==> src/rtl/vga_defines.svh <==
// Raster, box and fetch timing constants for the VGA engine, included by the package and RTL
`ifndef VGA_DEFINES_SVH
`define VGA_DEFINES_SVH

////////////////////////////////////////
// Horizontal raster, in pixels

`define VGA_H_DISP 640
`define VGA_H_FPORCH 16
`define VGA_H_SYNC 96
`define VGA_H_BPORCH 48

////////////////////////////////////////
// Vertical raster, in lines

`define VGA_V_DISP 480
`define VGA_V_FPORCH 10
`define VGA_V_SYNC 2
`define VGA_V_BPORCH 33

////////////////////////////////////////
// Picture box inside the visible area

// Left column and width, width in whole 32-pixel words
`define VGA_BOX_X 64
`define VGA_BOX_W 512

// Top row and height
`define VGA_BOX_Y 16
`define VGA_BOX_H 448

////////////////////////////////////////
// VRAM fetch

// Lead of the first request of a line, in columns before the box
`define VGA_PREFETCH 40

// Word address width of the VRAM port
`define VGA_ADR_W 13

`endif

==> src/rtl/vga_pkg.sv <==
// Shared struct types of the VGA engine, referenced by scoped name from each module
`include "vga_defines.svh"

package vga_pkg;

   ////////////////////////////////////////
   // Decoded raster position

   typedef struct packed {
      // Sync pulses, active high
      logic       hsync;
      logic       vsync;
      // Visible area
      logic       active;
      logic       in_box;
      logic       in_border;
      // One cycle ahead of each 32-pixel word
      logic       word_load;
      // Start of the line fetch
      logic       line_pre;
      // Box row, zero outside the box
      logic [8:0] row;
   } beam_t;

   ////////////////////////////////////////
   // Wishbone classic, read only

   typedef struct packed {
      logic                  cyc;
      logic                  stb;
      logic [`VGA_ADR_W-1:0] adr;
   } wb_m2s_t;

   typedef struct packed {
      logic        ack;
      logic [31:0] dat;
   } wb_s2m_t;

   ////////////////////////////////////////
   // Video output

   // Monochrome, so r, g and b always match
   typedef struct packed {
      logic r;
      logic g;
      logic b;
      logic hsync;
      logic vsync;
      logic blank;
   } vga_out_t;

endpackage

==> src/rtl/pixel_shift.sv <==
// Second VGA stage that serialises VRAM words into one pixel per clock, LSB first
`timescale 1ns/10ps

module pixel_shift (
   input  logic           vga_clk,
   input  logic           reset,
   input  vga_pkg::beam_t beam_in,
   input  logic [31:0]    hold_word,
   input  logic           hold_full,
   output vga_pkg::beam_t beam_out,
   output logic           pixel
);

   logic [31:0] shift_reg;

   ////////////////////////////////////////
   // Shift register

   // Missing word shows as black
   always_ff @(posedge vga_clk or posedge reset) begin
      if (reset) begin
         shift_reg <= '0;
      end else if (beam_in.word_load) begin
         shift_reg <= hold_full ? hold_word : 32'd0;
      end else begin
         shift_reg <= {1'b0, shift_reg[31:1]};
      end
   end

   ////////////////////////////////////////
   // Stage register

   // Bit 0 of a fresh word lines up with the first box column
   always_ff @(posedge vga_clk or posedge reset) begin
      if (reset) begin
         beam_out <= '0;
         pixel <= 1'b0;
      end else begin
         beam_out <= beam_in;
         pixel <= shift_reg[0];
      end
   end

endmodule

==> src/rtl/vga_display.sv <==
// Top of the monochrome VGA engine with its timing, shift, output and VRAM fetch blocks
`timescale 1ns/10ps

module vga_display (
   input  logic              vga_clk,
   input  logic              reset,
   output vga_pkg::wb_m2s_t  wb_o,
   input  vga_pkg::wb_s2m_t  wb_i,
   output vga_pkg::vga_out_t video
);

   // Beam out of the timing stage and out of the shifter
   vga_pkg::beam_t beam;
   vga_pkg::beam_t beam_px;
   logic [31:0]    hold_word;
   logic           hold_full;
   logic           pixel;

   ////////////////////////////////////////
   // Pipeline

   vga_timing i_vga_timing (
      .vga_clk (vga_clk),
      .reset   (reset),
      .beam    (beam)
   );

   pixel_shift i_pixel_shift (
      .vga_clk   (vga_clk),
      .reset     (reset),
      .beam_in   (beam),
      .hold_word (hold_word),
      .hold_full (hold_full),
      .beam_out  (beam_px),
      .pixel     (pixel)
   );

   vga_output i_vga_output (
      .vga_clk (vga_clk),
      .reset   (reset),
      .beam    (beam_px),
      .pixel   (pixel),
      .video   (video)
   );

   ////////////////////////////////////////
   // VRAM read master

   vram_fetch i_vram_fetch (
      .vga_clk   (vga_clk),
      .reset     (reset),
      .beam      (beam),
      .wb_o      (wb_o),
      .wb_i      (wb_i),
      .hold_word (hold_word),
      .hold_full (hold_full)
   );

endmodule

==> src/rtl/vga_output.sv <==
// Third VGA stage that mixes pixel, border and blanking into the registered video outputs
`timescale 1ns/10ps

module vga_output (
   input  logic             vga_clk,
   input  logic             reset,
   input  vga_pkg::beam_t   beam,
   input  logic             pixel,
   output vga_pkg::vga_out_t video
);

   logic colour;

   // Box shows the pixel, border is white, rest black
   assign colour = beam.in_box ? pixel : beam.in_border;

   always_ff @(posedge vga_clk or posedge reset) begin
      if (reset) begin
         video.r <= 1'b0;
         video.g <= 1'b0;
         video.b <= 1'b0;
         video.hsync <= 1'b0;
         video.vsync <= 1'b0;
         video.blank <= 1'b1;
      end else begin
         video.r <= colour;
         video.g <= colour;
         video.b <= colour;
         video.hsync <= beam.hsync;
         video.vsync <= beam.vsync;
         video.blank <= !beam.active;
      end
   end

endmodule

==> src/rtl/vga_timing.sv <==
// First VGA stage that runs the raster counters and registers the decoded beam for later stages
`timescale 1ns/10ps
`include "vga_defines.svh"

module vga_timing (
   input  logic           vga_clk,
   input  logic           reset,
   output vga_pkg::beam_t beam
);

   // Horizontal positions
   localparam logic [10:0] H_LAST = 11'(`VGA_H_DISP + `VGA_H_FPORCH + `VGA_H_SYNC
                                         + `VGA_H_BPORCH - 1);
   localparam logic [10:0] H_DISP = 11'(`VGA_H_DISP);
   localparam logic [10:0] H_SYNC_ON = 11'(`VGA_H_DISP + `VGA_H_FPORCH);
   localparam logic [10:0] H_SYNC_OFF = 11'(`VGA_H_DISP + `VGA_H_FPORCH + `VGA_H_SYNC);
   localparam logic [10:0] H_BORDER_L = 11'(`VGA_BOX_X - 1);
   localparam logic [10:0] H_BOX_FIRST = 11'(`VGA_BOX_X);
   localparam logic [10:0] H_BORDER_R = 11'(`VGA_BOX_X + `VGA_BOX_W);
   localparam logic [10:0] H_LOAD_END = 11'(`VGA_BOX_X + `VGA_BOX_W - 1);
   localparam logic [10:0] H_PRE = 11'(`VGA_BOX_X - `VGA_PREFETCH);

   // Vertical positions
   localparam logic [9:0] V_LAST = 10'(`VGA_V_DISP + `VGA_V_FPORCH + `VGA_V_SYNC
                                       + `VGA_V_BPORCH - 1);
   localparam logic [9:0] V_DISP = 10'(`VGA_V_DISP);
   localparam logic [9:0] V_SYNC_ON = 10'(`VGA_V_DISP + `VGA_V_FPORCH);
   localparam logic [9:0] V_SYNC_OFF = 10'(`VGA_V_DISP + `VGA_V_FPORCH + `VGA_V_SYNC);
   localparam logic [9:0] V_BORDER_T = 10'(`VGA_BOX_Y - 1);
   localparam logic [9:0] V_BOX_FIRST = 10'(`VGA_BOX_Y);
   localparam logic [9:0] V_BORDER_B = 10'(`VGA_BOX_Y + `VGA_BOX_H);

   logic [10:0]    h_cnt;
   logic [9:0]     v_cnt;
   logic           h_box;
   logic           v_box;
   logic           h_frame;
   logic           v_edge;
   logic [10:0]    word_col;
   vga_pkg::beam_t beam_nxt;

   ////////////////////////////////////////
   // Raster counters

   always_ff @(posedge vga_clk or posedge reset) begin
      if (reset) begin
         h_cnt <= '0;
         v_cnt <= '0;
      end else if (h_cnt == H_LAST) begin
         h_cnt <= '0;
         if (v_cnt == V_LAST) begin
            v_cnt <= '0;
         end else begin
            v_cnt <= v_cnt + 10'd1;
         end
      end else begin
         h_cnt <= h_cnt + 11'd1;
      end
   end

   ////////////////////////////////////////
   // Beam decode

   always_comb begin
      h_box = (h_cnt >= H_BOX_FIRST) && (h_cnt < H_BORDER_R);
      v_box = (v_cnt >= V_BOX_FIRST) && (v_cnt < V_BORDER_B);
      // Columns spanned by the top and bottom border lines
      h_frame = (h_cnt >= H_BORDER_L) && (h_cnt <= H_BORDER_R);
      v_edge = (v_cnt == V_BORDER_T) || (v_cnt == V_BORDER_B);
      word_col = h_cnt - H_BORDER_L;

      beam_nxt.hsync = (h_cnt >= H_SYNC_ON) && (h_cnt < H_SYNC_OFF);
      beam_nxt.vsync = (v_cnt >= V_SYNC_ON) && (v_cnt < V_SYNC_OFF);
      beam_nxt.active = (h_cnt < H_DISP) && (v_cnt < V_DISP);
      beam_nxt.in_box = h_box && v_box;
      beam_nxt.in_border = (v_box && ((h_cnt == H_BORDER_L) || (h_cnt == H_BORDER_R)))
                           || (v_edge && h_frame);
      // Every 32 columns starting one column left of the box
      beam_nxt.word_load = v_box && (h_cnt >= H_BORDER_L) && (h_cnt < H_LOAD_END)
                           && (word_col[4:0] == 5'd0);
      beam_nxt.line_pre = v_box && (h_cnt == H_PRE);
      beam_nxt.row = v_box ? 9'(v_cnt - V_BOX_FIRST) : 9'd0;
   end

   always_ff @(posedge vga_clk or posedge reset) begin
      if (reset) begin
         beam <= '0;
      end else begin
         beam <= beam_nxt;
      end
   end

endmodule

==> src/rtl/vram_fetch.sv <==
// Wishbone classic read master that prefetches one VRAM word at a time into a hold register
`timescale 1ns/10ps
`include "vga_defines.svh"

module vram_fetch (
   input  logic             vga_clk,
   input  logic             reset,
   input  vga_pkg::beam_t   beam,
   output vga_pkg::wb_m2s_t wb_o,
   input  vga_pkg::wb_s2m_t wb_i,
   output logic [31:0]      hold_word,
   output logic             hold_full
);

   localparam int ADR_W = `VGA_ADR_W;
   localparam int WORDS = `VGA_BOX_W / 32;
   localparam int CNT_W = $clog2(WORDS + 1);

   logic             req;
   logic [ADR_W-1:0] adr;
   // Words of the line not yet fetched
   logic [CNT_W-1:0] left;
   logic             ack_in;

   // Acks outside a cycle are ignored
   assign ack_in = req && wb_i.ack;

   ////////////////////////////////////////
   // Request and address

   always_ff @(posedge vga_clk or posedge reset) begin
      if (reset) begin
         req <= 1'b0;
         adr <= '0;
         left <= '0;
      end else if (beam.line_pre) begin
         // First word of the box row
         req <= 1'b1;
         adr <= ADR_W'(beam.row) * ADR_W'(WORDS);
         left <= CNT_W'(WORDS);
      end else if (ack_in) begin
         req <= 1'b0;
         adr <= adr + 1'b1;
         left <= left - 1'b1;
      end else if (beam.word_load && !req && (left != '0)) begin
         // Hold register drains now, refill it
         req <= 1'b1;
      end
   end

   // cyc and stb always move together
   assign wb_o.cyc = req;
   assign wb_o.stb = req;
   assign wb_o.adr = adr;

   ////////////////////////////////////////
   // Hold register

   always_ff @(posedge vga_clk or posedge reset) begin
      if (reset) begin
         hold_word <= '0;
      end else if (ack_in) begin
         hold_word <= wb_i.dat;
      end
   end

   // pixel_shift takes the word on the same word_load pulse
   always_ff @(posedge vga_clk or posedge reset) begin
      if (reset) begin
         hold_full <= 1'b0;
      end else if (ack_in) begin
         hold_full <= 1'b1;
      end else if (beam.word_load || beam.line_pre) begin
         hold_full <= 1'b0;
      end
   end

endmodule

==> config.mk <==
export PLATFORM = sky130hd
export DESIGN_NAME = vga_display
export DESIGN_NICKNAME = d
export VERILOG_FILES = /design/src/rtl/vga_pkg.sv /design/src/rtl/pixel_shift.sv /design/src/rtl/vga_display.sv /design/src/rtl/vga_output.sv /design/src/rtl/vga_timing.sv /design/src/rtl/vram_fetch.sv
export VERILOG_INCLUDE_DIRS = /design/src /design/src/rtl
export SDC_FILE = /design/constraint.sdc
export NUM_CORES = 1
export LEC_CHECK = 0
export BUFFER_PORTS_ARGS = -buffer_cell sky130_fd_sc_hd__buf_2
export CORE_MARGIN = 4
export CORE_UTILIZATION = 40
export CTS_BUF_LIST = sky130_fd_sc_hd__clkbuf_8
export CTS_CLUSTER_SIZE = 25
export DETAILED_ROUTE_END_ITERATION = 7
export PLACE_DENSITY = 0.59
export SYNTH_ARGS = -nofsm -noshare
export SYNTH_HDL_FRONTEND = slang
export SYNTH_HIERARCHICAL = 1
export SYNTH_SLANG_ARGS = --single-unit
==> constraint.sdc <==
create_clock -name vga_clk -period 1.93 [get_ports vga_clk]
set_input_delay 0.0965 -clock vga_clk [delete_from_list [all_inputs] [get_ports vga_clk]]
set_output_delay 0.0965 -clock vga_clk [all_outputs]
set_load 0.005 [all_outputs]
# Word level (Yosys, flattened, before mapping)

Cells that the tools add are included.

Muxes and demuxes: 15
Divide/modulo/power cells: 0
Shifts and indexed selects: 0
Multipliers: 0
Reductions and logical operators: 27
Bitwise operators: 0
$lt $le $gt $ge: 13
Equal/unequal tests: 7
$add $sub $neg: 6

Operator list:

| cell                  | count |
|---|---|
| $mux 32               | 2 |
| $lt 11x10->1 const B  | 4 |
| $lt 10x9->1 const B   | 3 |
| $mux 13               | 2 |
| $eq 11x10->1 const B  | 2 |
| $logic_and 1x1->1     | 16 |
| $add 13x1->13 const B | 1 |
| $add 11x1->11 const B | 1 |
| $eq 11x5->1 const B   | 1 |
| $eq 11x6->1 const B   | 1 |
| $ge 11x10->1 const B  | 1 |
| $ge 11x6->1 const B   | 1 |
| $ge 11x7->1 const B   | 1 |
| $le 11x10->1 const B  | 1 |
| $mux 11               | 1 |
| $add 10x1->10 const B | 1 |
| $eq 10x10->1 const B  | 1 |
| $eq 10x4->1 const B   | 1 |
| $eq 10x9->1 const B   | 1 |
| $ge 10x5->1 const B   | 1 |
| $ge 10x9->1 const B   | 1 |
| $mux 10               | 1 |
| $mux 5                | 2 |
| $mux 9                | 1 |
| other kinds (10)      | 20 |

Input port bits: 35
Memory bits (writable): 0
Bits in latches: 0
Memory bits (read-only): 0
Memories: 0
Logic and storage cells: 94
Register bits after elaboration: 131

# Depth between registers and ports, before layout

Depth after elaboration: 6
Depth in mapped cells: 6
Depth with buffers taken out: 6

# Cells and area by module

The synthesis kept the hierarchy.

Modules (own cells, without submodules):

| module      | times used | area each (µm²) | sequential area each (µm²) | cells an instance |
|---|---|---|---|---|
| vram_fetch  | 1          | 2243.4          | 1301.2                     | 245 |
| vga_timing  | 1          | 1960.6          | 925.9                      | 203 |
| pixel_shift | 1          | 1589.0          | 1226.2                     | 94 |
| vga_output  | 1          | 138.9           | 101.3                      | 9 |

# Worst setup path after synthesis

No wires, ideal clock.

Kind: reg2reg
Start point: register i_vga_timing.v_cnt[5]
End point: register i_vga_timing/beam[9] (netlist name)
Required time: 1783 ps
Setup slack: -167 ps
Cell stages (with the launch flop): 6
Library setup time: 147 ps
Data arrival time: 1950 ps
Path through: dfrtp_1 -> inv_1 -> ha_1 -> or4b_2 -> o221ai_1 -> nor4_1

RTL lines:

| item                     | RTL line         | RTL |
|---|---|---|
| start: declaration       | vga_timing.sv:34 | `logic [9:0] v_cnt;` |
| start signal: assignment | vga_timing.sv:54 | `v_cnt <= v_cnt + 10'd1;` |

# Worst setup path in the final report

Start point: register i_vga_timing.h_cnt[5]
End point: register i_vga_timing.v_cnt[8]

Longest elaborated chain between the ends: 1

RTL lines:

| item                     | RTL line         | RTL |
|---|---|---|
| start: declaration       | vga_timing.sv:33 | `logic [10:0] h_cnt;` |
| start signal: assignment | vga_timing.sv:57 | `h_cnt <= h_cnt + 11'd1;` |
| $eq 11x10->1             | vga_timing.sv:49 | `end else if (h_cnt == H_LAST) begin` |

No other way between the ends.
A chain may end at the register's enable or synchronous reset.

==> results by group <==
Run status
  – Status: finished, violations left
  – Failing checks: negative setup slack

Worst setup path
  – Startpoint types: flop
  – Reg2reg end: i_vga_timing/v_cnt[8]
  – Crit path buffers/inverters: 0
  – CP Cell Sequence: or4b_4, or4_4, nor3_4, xor2_1
  – WS Path Type: reg -> reg
  – Worst R2R Setup Slack: -0.02 ns
  – Largest fanout on the critical path: 5
  – Crit-path slowest cell: or4b_4
  – Reg2reg path depth: 4
  – Worst reg2reg startpoint: i_vga_timing/h_cnt[5]
  – Crit path arrival time: 2.31 ns
  – Worst path max stage delay: 0.58 ns
  – Crit path required time: 2.29 ns
  – CP delay by family, top: simple AND/OR/NAND/NOR gates
  – Setup crit end kind: flop

Synth
  – Ys Warns: 6
  – Post-Synthesis Net Count: 587
  – Post-Syn Instances: 540
  – Synth Cell Area: 5657 µm²
  – Avg Inst Size Synth: 10.48 µm²

Global routing
  – Global-route wire length before repair: 21,310 µm
  – Vias in the first global route: 4,369
  – Largest net degree at the start of global routing: 53
  – Gr usage total: 0.1662
  – Antenna violations before repair: 0
  – Total global routing overflow: 0

STA
  – Max frequency: 513.1 MHz
  – Post-route setup slack: -0.01875 ns
  – Final setup viols: 1
  – Final min period: 1.949 ns
  – Final Skew: 0.009780 ns
  – Final hold vios: 0
  – RSZ-0062 raised after global routing: true
  – Slew headroom: 0.6323
  – Final worst-path cycle share: 1.010
  – Max-slew violations: 0
  – Setup tns final: -0.01875 ns
  – Worst slew pin tran: 0.5442 ns

CTS
  – Clock buffers created by TritonCTS: 17
  – CTS tree: built
  – Clk sink count: 131
  – Clock transition at path regs: 0.08 ns
  – Clock root buffer master: clkbuf_8
  – Max clock buf depth: 2
  – Clk_lat worst skew: 0.44 ns
  – H-tree Lvls: 4

Layout
  – Fill cells: 1,255
  – Final Instance Area: 7122 µm²
  – Area taken by multi-input logic gates: 2167 µm²
  – Fin nets: 705
  – Most common cell after layout, fill and taps aside: dfrtp_1
  – Share of layout cells above drive strength 1: 0.2295
  – Antenna Cells: 0
  – Final Core Density: 0.5131
  – Most frequent cells in the layout: dfrtp_1, nand2_1, buf_2, buf_4, nor2_1
  – Area delta synth->final: 25.90%
  – Register Area: 3279 µm²

Die
  – Die Ht: 126.9 µm
  – Die ar.: 16,110 µm²
  – Boundary Pins: 56
  – Core ar.: 13,880 µm²
  – Initial Util: 0.4075
  – Width of the die: 126.9 µm
  – Num rows: 43

Detailed routing
  – Drt drc: 0
  – Vias post-DR: 4,260
  – Number of DRC markers in iteration 0: 288
  – Routed WL: 12,770 µm
  – Vias/cell: 5.006
  – First-pass detailed-route iteration total: 4
  – Wire per inst: 15.00 µm
  – ANT nets after route: 0

Power and ir drop
  – Pwr Density: 898.2 nW/µm²
  – Worst IR drop on VDD: 0.4463 mV
  – Pwr Total: 0.006397 W
  – Leakage: 3.470 nW

Place
  – Setup Slack @ Placement: -0.01415 ns
  – Post-DP HPWL: 8359 µm
  – GPL Wtd Cong: 0.8829
  – IO buf count: 55
  – DP Area: 6299 µm²

Job
  – Max Cap Violations: 0

Min path
  – HP Class: in -> async
## final cells by class
type,count,area share
clock inverter,15,0.02864
timing repair buffer,131,0.1321
clock buffer,17,0.03285
multi-input combinational,358,0.3043
sequential,131,0.4605
inverter,19,0.01001
tap,180,0.03162
## stage by stage
| step | hold slack (ns) | cells |
|---|---|---|
| 6_report | 0.1182 | 851 |
| 5_1_grt | 0.1075 | 851 |
| 4_1_cts | 0.09675 | 847 |
| 3_5_place_dp | 0.03547 | 782 |
| 3_3_place_gp | 0.02994 | 782 |
| 2_1_floorplan | -0.1381 | 540 |
## worst max path at each step
stage,to,start,cells after the start,slack (ns)
2_1_floorplan,i_vga_timing/v_cnt[3],i_vga_timing/h_cnt[7],6,-0.03
3_3_place_gp,i_vga_timing/v_cnt[3],i_vga_timing/h_cnt[5],4,0.04
3_5_place_dp,i_vga_timing/v_cnt[3],i_vga_timing/h_cnt[7],4,-0.01
4_1_cts,i_vga_timing/v_cnt[8],i_vga_timing/h_cnt[7],4,0.002
5_1_grt,i_vga_timing/v_cnt[6],i_vga_timing/h_cnt[7],4,-0.05
6_report,i_vga_timing/v_cnt[8],i_vga_timing/h_cnt[5],4,-0.02
## report_power, final
part	leakage (nW)	switching (W)	internal, W
sequential	1.69	0.000223	0.00302
combinational	1.56	0.000309	0.000283
clock	0.215	0.00114	0.00142
total	3.47	0.00167	0.00473
## repair_timing
| action | 4_1_cts | 5_1_grt |
|---|---|---|
| hold buffers | 33 | 0 |
| setup endpoints to repair | 1 | 19 |
| gates resized for setup | 1 | 6 |
| buffers inserted | 0 | 3 |
| cloned | 0 | 1 |
| endpoints found under the hold margin | 163 | 0 |
## tightest hold or removal path, stage by stage
cell and delay (ns):
dlygate4sd3_1 0.53, buf_2 0.14, inv_1 0.15
## layer usage
metal,global-route usage,routed length [µm],vias up,share of wire
met5,0,0,-,0
met3,0.04716,547,14,0.043
met2,0.2696,6284,92,0.49
met4,0.05300,129,0,0.010
met1,0.2164,5807,2086,0.45
li1,-,-,2068,-
(Power assumes the default switching activity.)
